File: src/include/core_macros.svh
`ifndef CORE_MACROS_SVH
`define CORE_MACROS_SVH

`define DATA_W      32
`define REG_ADDR_W  5
`define QUEUE_DEPTH 4

// the data memory is word-addressed and its address wraps modulo this depth.
`define DMEM_WORDS  64

`define HALT_WORD   32'h0000000c // syscall with all other fields zero.

`endif

File: src/source/core_pkg.sv
package core_pkg;

    // primary opcodes in bits 31:26.
    typedef enum logic [5:0] {
        op_rtype = 6'h00,
        op_addi  = 6'h08,
        op_addiu = 6'h09,
        op_slti  = 6'h0a,
        op_sltiu = 6'h0b,
        op_andi  = 6'h0c,
        op_ori   = 6'h0d,
        op_xori  = 6'h0e,
        op_lui   = 6'h0f,
        op_lb    = 6'h20,
        op_lw    = 6'h23,
        op_sw    = 6'h2b
    } opcode_t;

    // function field of R-type words.
    typedef enum logic [5:0] {
        fn_sll     = 6'h00,
        fn_srl     = 6'h02,
        fn_sra     = 6'h03,
        fn_syscall = 6'h0c,
        fn_add     = 6'h20,
        fn_addu    = 6'h21,
        fn_sub     = 6'h22,
        fn_subu    = 6'h23,
        fn_and     = 6'h24,
        fn_or      = 6'h25,
        fn_xor     = 6'h26,
        fn_nor     = 6'h27,
        fn_slt     = 6'h2a,
        fn_sltu    = 6'h2b
    } funct_t;

    typedef enum logic [3:0] {
        alu_add, alu_sub, alu_and, alu_or,
        alu_xor, alu_nor, alu_slt, alu_sltu,
        alu_sll, alu_srl, alu_sra, alu_lui
    } alu_op_t;

    typedef enum logic [1:0] {
        res_alu,
        res_load_word,
        res_load_byte,
        res_none
    } result_src_t;

    typedef enum logic {
        st_running,
        st_halted
    } decode_state_t;

endpackage

File: src/source/register_file.sv
`timescale 1ns/1ns
`include "core_macros.svh"

module register_file (
    input  logic                   clk,
    input  logic                   rst_n,
    input  logic [`REG_ADDR_W-1:0] rs_num,
    input  logic [`REG_ADDR_W-1:0] rt_num,
    output logic [`DATA_W-1:0]     rs_data,
    output logic [`DATA_W-1:0]     rt_data,
    input  logic                   wr_en,
    input  logic [`REG_ADDR_W-1:0] wr_num,
    input  logic [`DATA_W-1:0]     wr_data
);
    localparam int NUM_REGS = 1 << `REG_ADDR_W;

    logic [`DATA_W-1:0] regs [NUM_REGS];

    // a write in flight is visible to the reader in the same cycle.
    function automatic logic [`DATA_W-1:0] read_port(input logic [`REG_ADDR_W-1:0] num);
        if (num == '0)
            return '0;
        if (wr_en && wr_num == num)
            return wr_data;
        return regs[num];
    endfunction

    always_ff @(posedge clk or negedge rst_n)
    begin
        if (!rst_n)
        begin
            for (int i = 0; i < NUM_REGS; i++)
                regs[i] <= '0;
        end
        else if (wr_en && wr_num != '0)
            regs[wr_num] <= wr_data;
    end

    always_comb
        rs_data = read_port(rs_num);

    always_comb
        rt_data = read_port(rt_num);

endmodule

File: src/source/decode_stage.sv
`timescale 1ns/1ns
`include "core_macros.svh"

module decode_stage (
    input  logic                   clk,
    input  logic                   rst_n,
    input  logic                   not_empty,
    input  logic [`DATA_W-1:0]     inst_in,
    output logic                   pop,
    input  logic                   wb_valid,
    input  logic [`REG_ADDR_W-1:0] wb_num,
    input  logic [`DATA_W-1:0]     wb_data,
    output logic                   ex_valid,
    output core_pkg::alu_op_t      ex_alu_op,
    output logic [`DATA_W-1:0]     ex_src_a,
    output logic [`DATA_W-1:0]     ex_src_b,
    output logic [4:0]             ex_shamt,
    output core_pkg::result_src_t  ex_result_src,
    output logic                   ex_store,
    output logic [`DATA_W-1:0]     ex_store_data,
    output logic [`REG_ADDR_W-1:0] ex_dest,
    output logic                   halted
);
    import core_pkg::*;

    localparam int NUM_REGS = 1 << `REG_ADDR_W;

    decode_state_t          state;
    logic [`DATA_W-1:0]     inst_q;
    logic                   inst_valid;
    logic [NUM_REGS-1:0]    pending;   // destinations of issued, unretired writes.
    opcode_t                opcode;
    funct_t                 funct;
    logic [`REG_ADDR_W-1:0] rs_num;
    logic [`REG_ADDR_W-1:0] rt_num;
    logic [`REG_ADDR_W-1:0] dest;
    logic [`DATA_W-1:0]     rs_data;
    logic [`DATA_W-1:0]     rt_data;
    logic [`DATA_W-1:0]     imm_ext;
    alu_op_t                alu_op;
    result_src_t            result_src;
    logic                   is_rtype;
    logic                   zero_ext;
    logic                   uses_rs;
    logic                   uses_rt;
    logic                   writes;
    logic                   rs_busy;
    logic                   rt_busy;
    logic                   issue;

    register_file u_register_file (
        .clk, .rst_n,
        .rs_num, .rt_num, .rs_data, .rt_data,
        .wr_en(wb_valid), .wr_num(wb_num), .wr_data(wb_data)
    );

    assign opcode   = opcode_t'(inst_q[31:26]);
    assign funct    = funct_t'(inst_q[5:0]);
    assign rs_num   = inst_q[25:21];
    assign rt_num   = inst_q[20:16];
    assign is_rtype = (opcode == op_rtype);
    assign dest     = is_rtype ? inst_q[15:11] : rt_num;
    assign zero_ext = opcode inside {op_andi, op_ori, op_xori};
    assign imm_ext  = zero_ext ? {16'h0000, inst_q[15:0]} : {{16{inst_q[15]}}, inst_q[15:0]};

    always_comb
    begin
        alu_op     = alu_add;
        result_src = res_alu;
        case (opcode)
            op_rtype:
            begin
                case (funct)
                    fn_sll:          alu_op = alu_sll;
                    fn_srl:          alu_op = alu_srl;
                    fn_sra:          alu_op = alu_sra;
                    fn_add, fn_addu: alu_op = alu_add;
                    fn_sub, fn_subu: alu_op = alu_sub;
                    fn_and:          alu_op = alu_and;
                    fn_or:           alu_op = alu_or;
                    fn_xor:          alu_op = alu_xor;
                    fn_nor:          alu_op = alu_nor;
                    fn_slt:          alu_op = alu_slt;
                    fn_sltu:         alu_op = alu_sltu;
                    default:         result_src = res_none;
                endcase
            end
            op_addi, op_addiu: alu_op = alu_add;
            op_slti:           alu_op = alu_slt;
            op_sltiu:          alu_op = alu_sltu;
            op_andi:           alu_op = alu_and;
            op_ori:            alu_op = alu_or;
            op_xori:           alu_op = alu_xor;
            op_lui:            alu_op = alu_lui;
            op_lb:             result_src = res_load_byte;
            op_lw:             result_src = res_load_word;
            default:           result_src = res_none; // sw and unknown words write nothing.
        endcase
    end

    // shifts and lui take no rs operand; only R-type and sw read rt.
    assign uses_rs = !(alu_op inside {alu_sll, alu_srl, alu_sra, alu_lui});
    assign uses_rt = is_rtype || (opcode == op_sw);
    assign writes  = (result_src != res_none) && (dest != '0);

    // a retiring write clears its bit in time for the reader to issue.
    assign rs_busy = uses_rs && pending[rs_num] && !(wb_valid && wb_num == rs_num);
    assign rt_busy = uses_rt && pending[rt_num] && !(wb_valid && wb_num == rt_num);
    assign issue   = inst_valid && !rs_busy && !rt_busy;
    assign pop     = not_empty && (state == st_running) && (!inst_valid || issue);
    assign halted  = (state == st_halted);

    always_ff @(posedge clk or negedge rst_n)
    begin
        if (!rst_n)
        begin
            state      <= st_running;
            inst_valid <= 1'b0;
            pending    <= '0;
            ex_valid   <= 1'b0;
        end
        else
        begin
            if (pop && inst_in == `HALT_WORD)
                state <= st_halted;
            if (pop)
                inst_valid <= (inst_in != `HALT_WORD);
            else if (issue)
                inst_valid <= 1'b0;
            if (wb_valid)
                pending[wb_num] <= 1'b0;
            if (issue && writes)
                pending[dest] <= 1'b1; // a new writer of the same number wins.
            ex_valid <= issue;
        end
    end

    always_ff @(posedge clk)
    begin
        if (pop)
            inst_q <= inst_in;
        if (issue)
        begin
            ex_alu_op     <= alu_op;
            ex_src_a      <= rs_data;
            ex_src_b      <= is_rtype ? rt_data : imm_ext;
            ex_shamt      <= inst_q[10:6];
            ex_result_src <= result_src;
            ex_store      <= (opcode == op_sw);
            ex_store_data <= rt_data;
            ex_dest       <= dest;
        end
    end

    // nothing is popped or left waiting to issue once the core has halted.
    assert property (@(posedge clk) disable iff (!rst_n)
                     state == st_halted |-> !pop && !inst_valid);

endmodule

File: config.mk
export PLATFORM = sky130hd
export DESIGN_NAME = decode_stage
export DESIGN_NICKNAME = d
export VERILOG_FILES = /design/src/source/core_pkg.sv /design/src/source/register_file.sv /design/src/source/decode_stage.sv
export VERILOG_INCLUDE_DIRS = /design/src /design/src/include
export SDC_FILE = /design/constraint.sdc
export NUM_CORES = 2
export LEC_CHECK = 0
export ABC_AREA = 1
export BUFFER_PORTS_ARGS = -buffer_cell sky130_fd_sc_hd__buf_2
export CAP_MARGIN = 20
export CORE_MARGIN = 2
export CORE_UTILIZATION = 35
export CTS_BUF_LIST = sky130_fd_sc_hd__clkbuf_4
export DETAILED_ROUTE_END_ITERATION = 8
export HOLD_SLACK_MARGIN = 0.1
export PLACE_DENSITY = 0.56
export SKIP_LAST_GASP = 1
export SYNTH_ARGS = -nofsm -noshare
export SYNTH_HDL_FRONTEND = slang
export SYNTH_SLANG_ARGS = --single-unit
File: constraint.sdc
create_clock -name clk -period 11.37 [get_ports clk]
set_input_delay 2.274 -clock clk [delete_from_list [all_inputs] [get_ports clk]]
set_output_delay 2.274 -clock clk [all_outputs]
set_load 0.01 [all_outputs]
==> impl_results.md <==
- Fill cell count: ~19000
- Vias: roughly 60000
- Hpwl dp: 141 mm
- Synthesized area: 63400 um2
- Core Region: roughly 180000 um2
- Top post-synthesis cells by count: 1791 x o21ai_0, 1489 x nand2_1, 1059 x dfrtp_1
- Die Ht: about 430 um
- Area grow syn2layout: 9.41%
- DR pass1 iterations: 7
- Worst VDD drop: 0.000121 V
- CTS tree: yes
- Largest net degree at the start of global routing: 195
- GR Overflow Total: 0
- Worst skew pair latency: 1.38 ns
- Num Clock Sinks: around 1200
- Final period util: approximately two thirds
- First-pass GRT wire length: approximately 380 mm
- Slowest cell on the critical path: inv_8
- Vias per cell: between 5 and 6
- Status: finished, final reports clean
- Synth Register Bits: around 1200
- Critical Path Most Common Cell: nand2_1
- CTS resizes: 0
- CTS Buf Count: ~340
- GPL Wtd Cong: 0.874
- Setup Crit Path Kind: reg -> out
- Yosys cell types: 41
- Final clock skew: 0.0861 ns
- Die area: approximately 180000 um2
- Place WS: 3.92 ns
- Initial DRC count: 8304
- Pwr dens: 154 nW/um2
- Worst path max stage delay: around 0.63 ns
- Row count: around 160
- Drt drc: 0
- Max-slew violations: 0
- Routed Antenna Nets: 0
- Register area share after synthesis: 48.7%
- Hold buffer count at cts: 0
- Number of synthesized flops with an enable pin: 145
- Leak: approximately 30 nW
- PortBufs: ~190
- Minimum clock period: about 7.7 ns
- H-tree level count: 5
- Ports: ~190
- Mapped Nets: 8258
- CTS Root Cell: clkbuf_4
- Synth warnings: 0
- Total Routed Length: between 200 and 300 mm
- Post-synth top area cell: dfrtp_1
- Worst-path clk slew: 0.07 ns
- Final #Nets: around 8100
- Max_cap viols: 0
- Total power: 0.0107 W
- Hold WC Path Type: reg -> reg
- Critical-path cell list: buf_12 > inv_8 > o22ai_1 > nor2_1 > nand3_2 > o21ai_1 > inv_1 > nand3_1 > nand2_1 > inv_2 > nand2_1 > a21oi_4 > buf_2
- Initial antenna violation count: 12
- Total GRT Usage: 27.2%
- Final Instance Area: 69300 um2
- Setup-failing EPs final: 0
- Worst-Margin Slew: between 1 and 1.5 ns
- Fmax: 0.130 GHz
- Worst Path Arrival: about 5.4 ns
- Required time of the critical path: between 9 and 10 ns
- Post-synth ARST share: around 90%
- Placed standard-cell area: around 65000 um2
- Vias in the first global route: 57648
- Routed WL per cell: 24.1 um
- Mean Syn Cell Area: 7.74 um2
- Share of cells above drive strength 1: approximately 11%
- Worst rel slew slack: 16.2%
- RSZ-0062 raised after global routing: no
- Top-area cell type share of the netlist area: 41.8%
- Synthesized instance count: between 8000 and 9000
- Most used DFF post-synth: dfrtp_1
- Sum of negative setup slack: 0 ns
- Chip width: between 400 and 500 um
- Area contributors post-synth: dfrtp_1 42%, o21ai_0 14%, nand2_1 8.8%
- Initial Util: between 30% and 40%
- Worst-path fanout max: between 150 and 200
- Top-count cell post-synth: o21ai_0
- Crit end category: primary output
- Final WS setup: between 3 and 4 ns
- Postcts setup bufs: 0
- Hold Vio Cnt, Final: 0
- Worst setup SP type: flip-flop
- Clock Path Buffers: 4
[cells in the final DEF, fill, tap and decap left out, types with 10 or more instances in the layout]
| cell type | Yosys | final |
|---|---|---|
| o22ai_1 | 14 | 14 |
| dfrtp_1 | 1059 | 1059 |
| o21ai_1 | 161 | 161 |
| nand2_1 | 1489 | 1461 |
| nand4_1 | 32 | 32 |
| a21oi_1 | 765 | 764 |
| o211ai_1 | 295 | 295 |
| clkbuf_4 | 0 | 488 |
| nor2_1 | 319 | 317 |
| buf_12 | 0 | 16 |
| nand3_1 | 696 | 695 |
| clkinv_1 | 0 | 62 |
| inv_2 | 14 | 15 |
| clkinv_2 | 0 | 11 |
| inv_1 | 520 | 515 |
| nor3_1 | 10 | 10 |
| nand2_4 | 0 | 28 |
| o21ai_0 | 1791 | 1791 |
| buf_2 | 207 | 187 |
| buf_4 | 23 | 106 |
| edfxtp_1 | 145 | 145 |
| a21oi_2 | 29 | 29 |
[power by group]
part / switching (W) / total, W / internal (W)
clock network: 0.00193 / 0.00388 / 0.00195
logic: 0.000812 / 0.00131 / 0.000494
registers: 0.000430 / 0.00546 / 0.00503
[worst max-delay path: cells and delay by family (launching register included)]
| kind | cells | cell delay [ns] |
|---|---|---|
| flops | 1 | 0.41 |
| buf+inv | 5 | 1.56 |
| compound gates | 3 | 0.86 |
| simple gates | 5 | 1.21 |
[flip-flops by register name, summed over array words and instances, names as in the netlist]
name / count
inst_valid: 1
ex_result_src: 2
ex_valid: 1
inst_q: 32
ex_store: 1
ex_store_data: 32
pending: 32
ex_shamt: 5
ex_src_b: 32
ex_src_a: 32
ex_dest: 5
u_register_file.regs: 1024
ex_alu_op: 4
halted: 1
[path summary, 6_finish.rpt]
| path | cells after the start | slack (ns) | start | to |
|---|---|---|---|---|
| max | 13 | 3.68 | inst_q[16]$_DFFE_PP_ | pop |
| min | 0 | 0.38 | u_register_file.regs[997]$_DFFE_PN0P_ | u_register_file.regs[997]$_DFFE_PN0P_ |
| max reg2reg | 12 | 5.76 | inst_q[21]$_DFFE_PP_ | ex_src_a[6]$_SDFFCE_PN0P_ |
| min reg2reg | 0 | 0.38 | u_register_file.regs[997]$_DFFE_PN0P_ | u_register_file.regs[997]$_DFFE_PN0P_ |
| max in group asynchronous | 3 | 8.23 | rst_n | u_register_file.regs[284]$_DFFE_PN0P_ |
| min in group asynchronous | 1 | 0.88 | rst_n | u_register_file.regs[580]$_DFFE_PN0P_ |
[logic make-up (layout without fill, tap and decap cells)]
family                    after synthesis  in the layout  synth area share (%)
buffers and inverters                1331           1411                  8.59
xor gates and xnor gates                1              1                0.0138
AOI/OAI and AO/OA                    3077           3077                  25.8
other                                   0              5                     0
DFF                                  1204           1204                  48.7
and+or+nand+nor                      2572           2572                  16.9
[metrics by stage]
stage	utilization (%)	cells	hold WS, ns
after floorplan	-	8185	0.427
after global placement	36.2	10064	0.367
after detailed placement	36.2	10068	0.366
after CTS	38.4	10631	0.377
final	38.4	10640	0.377
after global routing	38.4	10637	0.388
[routing by layer]
metal	vias to the layer above	part of all wire [%]	GRT usage, %
met3	728	10	5.93
li1	27804	-	-
met1	29452	40	35.4
met2	3386	45	42.4
met4	6	5.3	14.4
met5	-	0.013	0
[cell type report]
cell class	instances	area [um2]	share of cell area (%)
clock buffer	488	3660	5.29
multi-input combinational	5650	27300	39.4
inverter	534	2050	2.95
sequential	1204	30900	44.5
antenna	5	12.5	0.0181
tap	2370	2970	4.28
clock inverter	75	294	0.424
timing repair buffer	314	2160	3.12
Power figures use the tool's default switching activity.
