$ cat src/include/core_macros.svh
`ifndef CORE_MACROS_SVH
`define CORE_MACROS_SVH

`define DATA_W      32
`define REG_ADDR_W  5
`define QUEUE_DEPTH 4

// the data memory is word-addressed and its address wraps modulo this depth.
`define DMEM_WORDS  64

`define HALT_WORD   32'h0000000c // syscall with all other fields zero.

`endif

$ cat src/source/instr_queue.sv
`timescale 1ns/1ns
`include "core_macros.svh"

module instr_queue (
    input  logic               clk,
    input  logic               rst_n,
    input  logic               in_valid,
    input  logic [`DATA_W-1:0] in_inst,
    input  logic               pop,
    output logic [`DATA_W-1:0] inst_out,
    output logic               not_empty,
    output logic               credit_return
);
    localparam int PTR_W = $clog2(`QUEUE_DEPTH);

    logic [`DATA_W-1:0] slots [`QUEUE_DEPTH];
    logic [PTR_W-1:0]   wr_ptr;
    logic [PTR_W-1:0]   rd_ptr;
    logic [PTR_W:0]     count;

    always_ff @(posedge clk)
    begin
        if (in_valid)
            slots[wr_ptr] <= in_inst;
    end

    always_ff @(posedge clk or negedge rst_n)
    begin
        if (!rst_n)
        begin
            wr_ptr        <= '0;
            rd_ptr        <= '0;
            count         <= '0;
            credit_return <= 1'b0;
        end
        else
        begin
            if (in_valid)
                wr_ptr <= wr_ptr + 1'b1;
            if (pop)
                rd_ptr <= rd_ptr + 1'b1;
            count         <= count + {{PTR_W{1'b0}}, in_valid} - {{PTR_W{1'b0}}, pop};
            credit_return <= pop; // one credit back per word taken.
        end
    end

    assign inst_out  = slots[rd_ptr];
    assign not_empty = (count != '0);

    // the sender may only push while it holds a credit, so a full queue sees no push.
    assert property (@(posedge clk) disable iff (!rst_n) in_valid |-> count != `QUEUE_DEPTH);
    assert property (@(posedge clk) disable iff (!rst_n) pop |-> not_empty);

endmodule

$ cat config.mk
export PLATFORM = sky130hd
export DESIGN_NAME = instr_queue
export DESIGN_NICKNAME = d
export VERILOG_FILES = /design/src/source/instr_queue.sv
export VERILOG_INCLUDE_DIRS = /design/src /design/src/include
export SDC_FILE = /design/constraint.sdc
export NUM_CORES = 1
export LEC_CHECK = 0
export ABC_AREA = 1
export BUFFER_PORTS_ARGS = -buffer_cell sky130_fd_sc_hd__buf_2
export CAP_MARGIN = 20
export CORE_MARGIN = 5
export CORE_UTILIZATION = 45
export CTS_CLUSTER_DIAMETER = 40
export DETAILED_ROUTE_END_ITERATION = 12
export GPL_TIMING_DRIVEN = 0
export SETUP_SLACK_MARGIN = 0.15
export SLEW_MARGIN = 20
export SYNTH_ARGS = -nofsm -noshare
export SYNTH_HDL_FRONTEND = slang
export SYNTH_SLANG_ARGS = --single-unit
$ cat constraint.sdc
create_clock -name clk -period 2.95 [get_ports clk]
set_input_delay 0.295 -clock clk [delete_from_list [all_inputs] [get_ports clk]]
set_output_delay 0.295 -clock clk [all_outputs]
set_load 0.01 [all_outputs]
==> impl_metrics.env, run 1 <==
export IMPL_ir_drop_mv=0.498
export IMPL_rsz0062_at_grt="no"
export IMPL_synth_area_sq_um=5810
export IMPL_reg2reg_slack_ns=1.28
export IMPL_synth_top_area_share=0.662
export IMPL_grt_use_total=0.170
export IMPL_syn_to_final_growth_pct=22.8
export IMPL_chipHeight_um=124
export IMPL_p_leak_nw=3.39
export IMPL_n_antenna_cell=0
export IMPL_numCtsBuffers=17
export IMPL_io_pins=70
export IMPL_async_flop_share=0.0588
export IMPL_ys_ff_latch=136
export IMPL_cts_tree="yes"
export IMPL_fin_ws_ns=0.979
export IMPL_grt_first_pass_wirelength_um=18900
export IMPL_synth_top_family_by_area="simple AND/OR/NAND/NOR gates"
export IMPL_clockRootBuffer="clkbuf_16"
export IMPL_startpoint_type="flop"
export IMPL_grt_max_degree=28
export IMPL_initial_core_util=0.460
export IMPL_p_total_mw=7.44
export IMPL_final_nets=683
export IMPL_chipWidth_um=124
export IMPL_dpl_hpwl_um=7450
export IMPL_netlist_instances=547
export IMPL_rows=41
export IMPL_coreArea_sq_um=12600
export IMPL_p_per_area_nw_per_um2=1040
export IMPL_cp_arrival_ns=1.68
export IMPL_cp_max_fo=10
export IMPL_wire_per_inst_um=14.2
export IMPL_yosysWarnings=0
export IMPL_clk_latency_ns=0.42
export IMPL_worstPathRequired_ns=2.65
export IMPL_dieArea_sq_um=15300
export IMPL_skew_ns=0.00601
export IMPL_path_buf_inv=4
export IMPL_clk_path_buf_depth=2
export IMPL_setup_viol=0
export IMPL_synth_simple_area_share=0.167
export IMPL_synth_xor_area_frac=0.00452
export IMPL_syn_num_nets=590
export IMPL_yosys_top_cells_area="edfxtp_1 66%, nand2_1 11%, inv_1 9.0%"
export IMPL_slew_violations=0
export IMPL_wirelength_um=11700
export IMPL_fin_cells=825
export IMPL_relSlewSlack=0.698
export IMPL_path_common_cell="buf_2"
export IMPL_synth_largest_area_cell="edfxtp_1"
export IMPL_htree_levels=4
export IMPL_cpLargestDelayFamily="buffers and inverters"
export IMPL_synth_compound_area_frac=0.000862
export IMPL_num_fill_cells=1089
export IMPL_cap_viol_max_count=0
export IMPL_numPlacedInstances=792
export IMPL_firstDrtPassIters=4
export IMPL_slowest_stage="dfrtp_1"
export IMPL_yosysMostFrequentCell="nand2_1"
export IMPL_antenna_found_initial=0
export IMPL_synth_edff_count=128
export IMPL_status="finished clean"
export IMPL_synth_commonest_cells="171 x nand2_1, 140 x inv_1, 128 x edfxtp_1, 66 x nand3_1, 15 x buf_2"
export IMPL_critPathMaxStageDelay_ns=0.35
export IMPL_end_kind="output port"
export IMPL_fin_crit_sh=0.668
export IMPL_gp_congestion=0.757
export IMPL_io_buffers=69
export IMPL_max_freq_ghz=0.507
export IMPL_hp_class="in -> reg"
export IMPL_cts_sinks=136
export IMPL_finalSetupTns_ns=0
export IMPL_yosysUniqueCellTypes=14
export IMPL_synthAdderAreaFrac=0.0164
export IMPL_pre_cts_ws_ns=1.23
export IMPL_path_class="reg -> out"
export IMPL_grt_overflow=0
export IMPL_finalCoreUtilization=0.565
export IMPL_drc=0
export IMPL_tightest_slew_ns=0.452
export IMPL_vias=3744
export IMPL_syn_area_per_cell_sq_um=10.6
export IMPL_viasPerCell=4.54
export IMPL_ant_nets=0
export IMPL_first_global_vias=3803
export IMPL_hold_violations=0
export IMPL_crit_chain="buf_2 > inv_2 > buf_2 > nand3_1 > nand2_1 > buf_2"
export IMPL_period_minus_slack_ns=1.97
export IMPL_drive_gt1_frac=0.198
export IMPL_drtIter0Drc=306
export IMPL_cts_setup_buffers=0
export IMPL_clkTransAtPathRegs_ns=0.06
export IMPL_synth_mux_area_fraction=0
export IMPL_synth_main_ff_cell="edfxtp_1"
export IMPL_ys_seq_area_frac=0.696
==> flip-flops by register name, indices dropped and copies added (netlist names) <==
name / cells
slots: 128
count: 3
rd_ptr: 2
wr_ptr: 2
credit_return: 1
==> layer usage <==
metal  GRT usage  wire length, um  vias to the layer above
met2       0.277             5710                       90
met4      0.0713              177                        0
li1            -                -                     1879
met3      0.0527              659                       15
met5           0                0                        -
met1       0.210             5200                     1760
==> area by class of cell <==
class,count,area (sq um),area share
flip-flops and latches,136,4040,0.567
clock buffers,17,425,0.0597
well taps,172,215,0.0302
clock inverters,15,231,0.0325
multi-input cells,248,1100,0.154
inverters,142,533,0.0748
repair buffers,74,450,0.0632
plain buffers,21,131,0.0184
==> what timing repair did <==
action / 4_1_cts / 5_1_grt
hold buffers: 1 / 0
endpoints found under the hold margin: 8 / 0
gates resized for setup: 0 / 0
==> power breakdown <==
part	switching (mW)	internal [mW]
combinational	1.62	0.866
clock	0.759	1.57
sequential	0.0960	2.53
==> metrics by stage <==
stage          cell area (sq um)  hold WS [ns]
6_report                    7130        0.0725
5_1_grt                     7130        0.0541
4_1_cts                     7130        0.0511
3_5_place_dp                6460         0.157
3_3_place_gp                6370         0.157
2_1_floorplan               5810     -0.000591
==> cells by family after synthesis <==
kind of cell | after synthesis
and+or+nand+nor | 237
DFF | 136
buffers and inverters | 163
AOI/OAI and AO/OA | 1
adders and majority gates | 7
xor gates and xnor gates | 3
==> cells in the final DEF (no fill, tap or decap), drive strengths merged <==
master         n
nand2        171
inv          142
edfxtp       128
buf           93
nand3         66
clkbuf        18
dfrtp          8
clkinv         7
ha             6
bufinv         6
xor2           3
clkinvlp       2
o21ai          1
fa             1
dlygate4sd3    1
==> path summary, 6_finish.rpt <==
path | startpoint | end | depth (start not counted)
worst max-delay path | rd_ptr[1]$_DFFE_PN0P_ | inst_out[17] | 6
worst min-delay path | pop | credit_return$_DFF_PN0_ | 1
worst max register to register | count[0]$_DFF_PN0_ | count[2]$_DFF_PN0_ | 9
worst min register to register | count[1]$_DFF_PN0_ | count[2]$_DFF_PN0_ | 2
max in group asynchronous | rst_n | rd_ptr[0]$_DFFE_PN0P_ | 2
min in group asynchronous | rst_n | credit_return$_DFF_PN0_ | 2
(Power assumes the default switching activity.)
==> inputs of run 2 (changes only) <==
- PLACE_DENSITY: not set -> 0.67
- clock period: 2.95 -> 1.8 ns (I/O delays scaled with it)
==> impl_metrics.env, run 2 (synthesis results as in run 1) <==
export IMPL_initial_core_util=0.460
export IMPL_seqPwrFrac=0.349
export IMPL_final_nets=730
export IMPL_chipHeight_um=124
export IMPL_clk_path_buf_depth=2
export IMPL_fin_crit_sh=0.950
export IMPL_wire_per_inst_um=14.6
export IMPL_finalCoreUtilization=0.607
export IMPL_r2r_cells=9
export IMPL_p_int_mw=8.20
export IMPL_tightest_slew_ns=0.465
export IMPL_whs_ns=0.0611
export IMPL_reg_largest_list="slots (128), count (3)"
export IMPL_top_register="slots"
export IMPL_cpLargestDelayFamily="buffers and inverters"
export IMPL_cp_startpoint="rd_ptr[0]$_DFFE_PN0P_"
export IMPL_p_leak_nw=3.57
export IMPL_met1_length_um=5130
export IMPL_grt_use_total=0.182
export IMPL_switchingPower_mw=4.21
export IMPL_crit_reg2reg_launch="count[0]$_DFF_PN0_"
export IMPL_relSlewSlack=0.689
export IMPL_numCtsBuffers=17
export IMPL_drive_gt1_frac=0.213
export IMPL_clockRootBuffer="clkbuf_16"
export IMPL_rows=41
export IMPL_maxUsedRoutingLayer="met4"
export IMPL_reg2reg_slack_ns=0.24
export IMPL_rsz0062_at_grt="yes"
export IMPL_n_antenna_cell=0
export IMPL_layout_commonest_cell="nand2_1"
export IMPL_pwr_share_comb=0.383
export IMPL_crit_chain="buf_6 > buf_6 > nand2_1 > nand3_1 > nand2_1 > buf_2"
export IMPL_slew_violations=0
export IMPL_ant_nets=0
export IMPL_largest_reg_flops=128
export IMPL_p_per_area_nw_per_um2=1620
export IMPL_wl_met2_um=6650
export IMPL_worstPathRequired_ns=1.62
export IMPL_fin_cells=872
export IMPL_first_global_vias=4086
export IMPL_cts_tree="yes"
export IMPL_max_freq_ghz=0.585
export IMPL_grt_max_degree=18
export IMPL_wirelength_um=12700
export IMPL_worst_hold_path_num_cells=2
export IMPL_cap_viol_max_count=0
export IMPL_path_buf_inv=3
export IMPL_cp_depth=6
export IMPL_antenna_found_initial=0
export IMPL_path_class="reg -> out"
export IMPL_coreArea_sq_um=12600
export IMPL_worstReg2RegEnd="count[2]$_DFF_PN0_"
export IMPL_startpoint_type="flop"
export IMPL_clk_latency_ns=0.41
export IMPL_slowest_stage="dfrtp_2"
export IMPL_vias=3946
export IMPL_chipWidth_um=124
export IMPL_gp_congestion=0.732
export IMPL_grt_overflow=0
export IMPL_end_kind="output port"
export IMPL_io_buffers=69
export IMPL_numPlacedInstances=789
export IMPL_hold_path_end="rd_ptr[0]$_DFFE_PN0P_"
export IMPL_final_cell_mix="168 x nand2_1, 133 x inv_1, 128 x edfxtp_1"
export IMPL_skew_ns=0.00456
export IMPL_hp_start="pop"
export IMPL_htree_levels=4
export IMPL_dpl_hpwl_um=7470
export IMPL_cp_arrival_ns=1.53
export IMPL_firstDrtPassIters=4
export IMPL_wl_met3_um=833
export IMPL_cts_sinks=136
export IMPL_p_sw_frac=0.340
export IMPL_status="finished clean"
export IMPL_ir_drop_mv=0.750
export IMPL_hold_violations=0
export IMPL_critPathMaxStageDelay_ns=0.42
export IMPL_viasPerCell=4.53
export IMPL_setup_viol=0
export IMPL_grt_first_pass_wirelength_um=20200
export IMPL_hp_class="in -> reg"
export IMPL_period_minus_slack_ns=1.71
export IMPL_clkTransAtPathRegs_ns=0.05
export IMPL_drtIter0Drc=225
export IMPL_dieArea_sq_um=15300
export IMPL_syn_to_final_growth_pct=32.0
export IMPL_io_pins=70
export IMPL_clockPowerShare=0.269
export IMPL_cp_max_fo=10
export IMPL_drc=0
[run 2: stage by stage]
stage	worst slack, ns	cell area, sq um	total power [mW]	TNS [ns]
after floorplan	0.200	5820	6.88	0
after global placement	-0.301	6380	8.30	-26.97
after detailed placement	-0.282	6410	8.47	-21.91
after CTS	0.0564	7590	12.4	0
after global routing	-0.00371	7660	13.2	-0.00371
final	0.0899	7660	12.4	0
[run 2: metal layers]
layer  up-vias  track usage
li1       1977            -
met2       115        0.315
met5         -            0
met4         0       0.0789
met3        10       0.0513
met1      1844        0.212
[run 2: worst max-delay path by stage]
stage	endpoint	slack, ns
after floorplan	slots[3][0]$_DFFE_PP_	0.20
after global placement	slots[3][18]$_DFFE_PP_	-0.30
after detailed placement	slots[0][18]$_DFFE_PP_	-0.28
after CTS	inst_out[16]	0.06
after global routing	inst_out[30]	-0.004
final	inst_out[8]	0.09
[run 2: layout make-up]
type,count,area (sq um)
Clock buffer,19,433
Inverter,142,554
Buffer,21,233
Fill cell,1017,4950
Multi-Input combinational cell,248,1140
Timing Repair Buffer,118,888
Tap cell,172,215
Timing Repair inverter,3,22.5
Sequential cell,136,4050
Clock inverter,13,135
[run 2: repair_timing]
action,4_1_cts,5_1_grt
endpoints found under the setup margin,128,33
gates cloned,3,1
endpoints found under the hold margin,138,0
setup buffers,11,1
gates resized for setup,39,13
hold buffers,35,0
pin swaps,2,8
[run 2: power by group through the flow]
stage | clock network (mW) | logic [mW] | registers, mW
final | 3.33 | 4.75 | 4.33
after global routing | 3.55 | 5.30 | 4.38
after CTS | 3.40 | 4.69 | 4.32
after detailed placement | 0 | 4.08 | 4.39
after global placement | 0 | 3.93 | 4.36
after floorplan | 0 | 2.54 | 4.34
==> inputs of run 3 (changes only) <==
- SETUP_SLACK_MARGIN: 0.15 -> 0.4
==> impl_metrics.env, run 3 (synthesis results as in run 1) <==
export IMPL_path_class="reg -> out"
export IMPL_finalCoreUtilization=0.671
export IMPL_gp_congestion=0.729
export IMPL_cpLargestDelayFamily="flip-flops"
export IMPL_reg2reg_slack_ns=0.26
export IMPL_grt_overflow=0
export IMPL_wire_per_inst_um=16.3
export IMPL_relSlewSlack=0.617
export IMPL_crit_chain="buf_12 > buf_12 > nand2_2 > nand3_2 > nand2_2 > buf_6"
export IMPL_fin_crit_sh=0.984
export IMPL_path_buf_inv=3
export IMPL_hold_violations=0
export IMPL_crit_reg2reg_launch="count[0]$_DFF_PN0_"
export IMPL_pwr_share_comb=0.445
export IMPL_dieArea_sq_um=15300
export IMPL_coreArea_sq_um=12600
export IMPL_critPathMaxStageDelay_ns=0.48
export IMPL_dpl_hpwl_um=7350
export IMPL_n_antenna_cell=0
export IMPL_end_kind="output port"
export IMPL_p_per_area_nw_per_um2=1690
export IMPL_htree_levels=4
export IMPL_drive_gt1_frac=0.357
export IMPL_status="finished clean"
export IMPL_layout_commonest_cell="inv_1"
export IMPL_ant_nets=0
export IMPL_rsz0062_at_grt="yes"
export IMPL_clkTransAtPathRegs_ns=0.06
export IMPL_cp_arrival_ns=1.59
export IMPL_tightest_slew_ns=0.574
export IMPL_switchingPower_mw=5.02
export IMPL_rows=41
export IMPL_p_leak_nw=3.88
export IMPL_cts_tree="yes"
export IMPL_seqPwrFrac=0.305
export IMPL_grt_use_total=0.185
export IMPL_num_fill_cells=910
export IMPL_period_minus_slack_ns=1.77
export IMPL_final_cell_mix="130 x inv_1, 128 x edfxtp_1, 119 x nand2_1"
export IMPL_grt_first_pass_wirelength_um=20600
export IMPL_worstPathRequired_ns=1.62
export IMPL_multi_input_area_sq_um=1530
export IMPL_io_buffers=69
export IMPL_chipWidth_um=124
export IMPL_cts_sinks=136
export IMPL_skew_ns=0.00983
export IMPL_syn_to_final_growth_pct=45.8
export IMPL_hp_start="in_valid"
export IMPL_finalSetupTns_ns=0
export IMPL_vias=4230
export IMPL_drtIter0Drc=300
export IMPL_r2r_cells=9
export IMPL_hold_path_end="count[0]$_DFF_PN0_"
export IMPL_drc=0
export IMPL_antenna_found_initial=0
export IMPL_top_register="slots"
export IMPL_worstReg2RegEnd="count[2]$_DFF_PN0_"
export IMPL_ff_latch_area_sq_um=4050
export IMPL_clk_path_buf_depth=2
export IMPL_firstDrtPassIters=5
export IMPL_grt_max_degree=17
export IMPL_cap_viol_max_count=0
export IMPL_viasPerCell=4.77
export IMPL_startpoint_type="flop"
export IMPL_p_int_mw=9.31
export IMPL_final_nets=744
export IMPL_slew_violations=0
export IMPL_slowest_stage="dfrtp_2"
export IMPL_wirelength_um=14500
export IMPL_reg_largest_list="slots (128), count (3)"
export IMPL_largest_reg_flops=128
export IMPL_io_pins=70
export IMPL_ir_drop_mv=0.973
export IMPL_clockRootBuffer="clkbuf_16"
export IMPL_numCtsBuffers=17
export IMPL_cp_max_fo=7
export IMPL_chipHeight_um=124
export IMPL_initial_core_util=0.460
export IMPL_p_sw_frac=0.351
export IMPL_hp_class="in -> reg"
export IMPL_clk_latency_ns=0.42
export IMPL_clockPowerShare=0.250
export IMPL_setup_viol=0
export IMPL_first_global_vias=4210
export IMPL_max_freq_ghz=0.565
export IMPL_worst_hold_path_num_cells=2
==> run 3: cell count changes in the layout (fill, tap and decap cells not counted), sizes merged <==
cell         previous run  this run
clkbuf                 22        33
dlygate4sd3            35        34
clkinv                 12         5
clkinvlp                6        12
buf                   101       106
==> run 3: final cells by class <==
cell class | count | share of cell area
Buffer | 21 | 0.0313
Clock buffer | 21 | 0.0556
Clock inverter | 11 | 0.0174
Inverter | 142 | 0.0659
Multi-Input combinational cell | 248 | 0.181
Sequential cell | 136 | 0.478
Tap cell | 172 | 0.0254
Timing Repair Buffer | 131 | 0.142
Timing Repair inverter | 4 | 0.00355
==> run 3: layer usage <==
metal,global-route usage,part of all wire,vias up
met2,0.340,0.55,122
met1,0.209,0.38,2060
li1,-,-,2022
met4,0.0782,0.016,0
met5,0,0,-
met3,0.0345,0.057,26
==> run 3: worst max-delay path by stage <==
stage / to / start / slack [ns] / cells past startpoint
final: inst_out[16] / rd_ptr[0]$_DFFE_PN0P_ / 0.03 / 6
after global routing: inst_out[29] / rd_ptr[0]$_DFFE_PN0P_ / -0.03 / 6
after CTS: inst_out[21] / rd_ptr[0]$_DFFE_PN0P_ / 0.08 / 5
after detailed placement: slots[1][19]$_DFFE_PP_ / wr_ptr[1]$_DFFE_PN0P_ / -0.18 / 4
after global placement: slots[0][14]$_DFFE_PP_ / wr_ptr[0]$_DFFE_PN0P_ / -0.15 / 4
after floorplan: slots[1][0]$_DFFE_PP_ / wr_ptr[0]$_DFFE_PN0P_ / 0.29 / 3
==> run 3: what timing repair did <==
item | CTS | global route
setup buffers | 16 | 4
setup endpoints to repair | 162 | 131
endpoints found under the hold margin | 135 | 0
gates cloned | 4 | 8
pin swaps | 6 | 60
gates resized for setup | 41 | 134
hold buffers | 34 | 0
==> run 3: power by group through the flow <==
stage	Clock (mW)	Combinational, mW	Sequential (mW)
2_1_floorplan	0	2.57	4.34
3_3_place_gp	0	3.95	4.37
3_5_place_dp	0	4.08	4.39
4_1_cts	3.57	4.81	4.32
5_1_grt	3.75	6.93	4.41
6_report	3.58	6.38	4.37
==> run 3: worst reg2reg max path, delay by kind of cell, from the launching register on <==
family        cells  cell delay [ns]
fa+ha+maj         3             0.77
flops             1             0.35
buf+inv           3             0.17
simple gates      3             0.16
==> run 3: through the flow <==
step	total power, mW	cells	instance area (sq um)	setup WS (ns)	hold WS [ns]
final	14.3	886	8470	0.0294	0.0489
after global placement	8.32	788	6400	-0.152	0.0435
after floorplan	6.91	547	5840	0.291	-0.116
after global routing	15.1	886	8470	-0.0275	0.0450
after CTS	12.7	874	7710	0.0760	0.0347
after detailed placement	8.47	788	6400	-0.179	0.0463
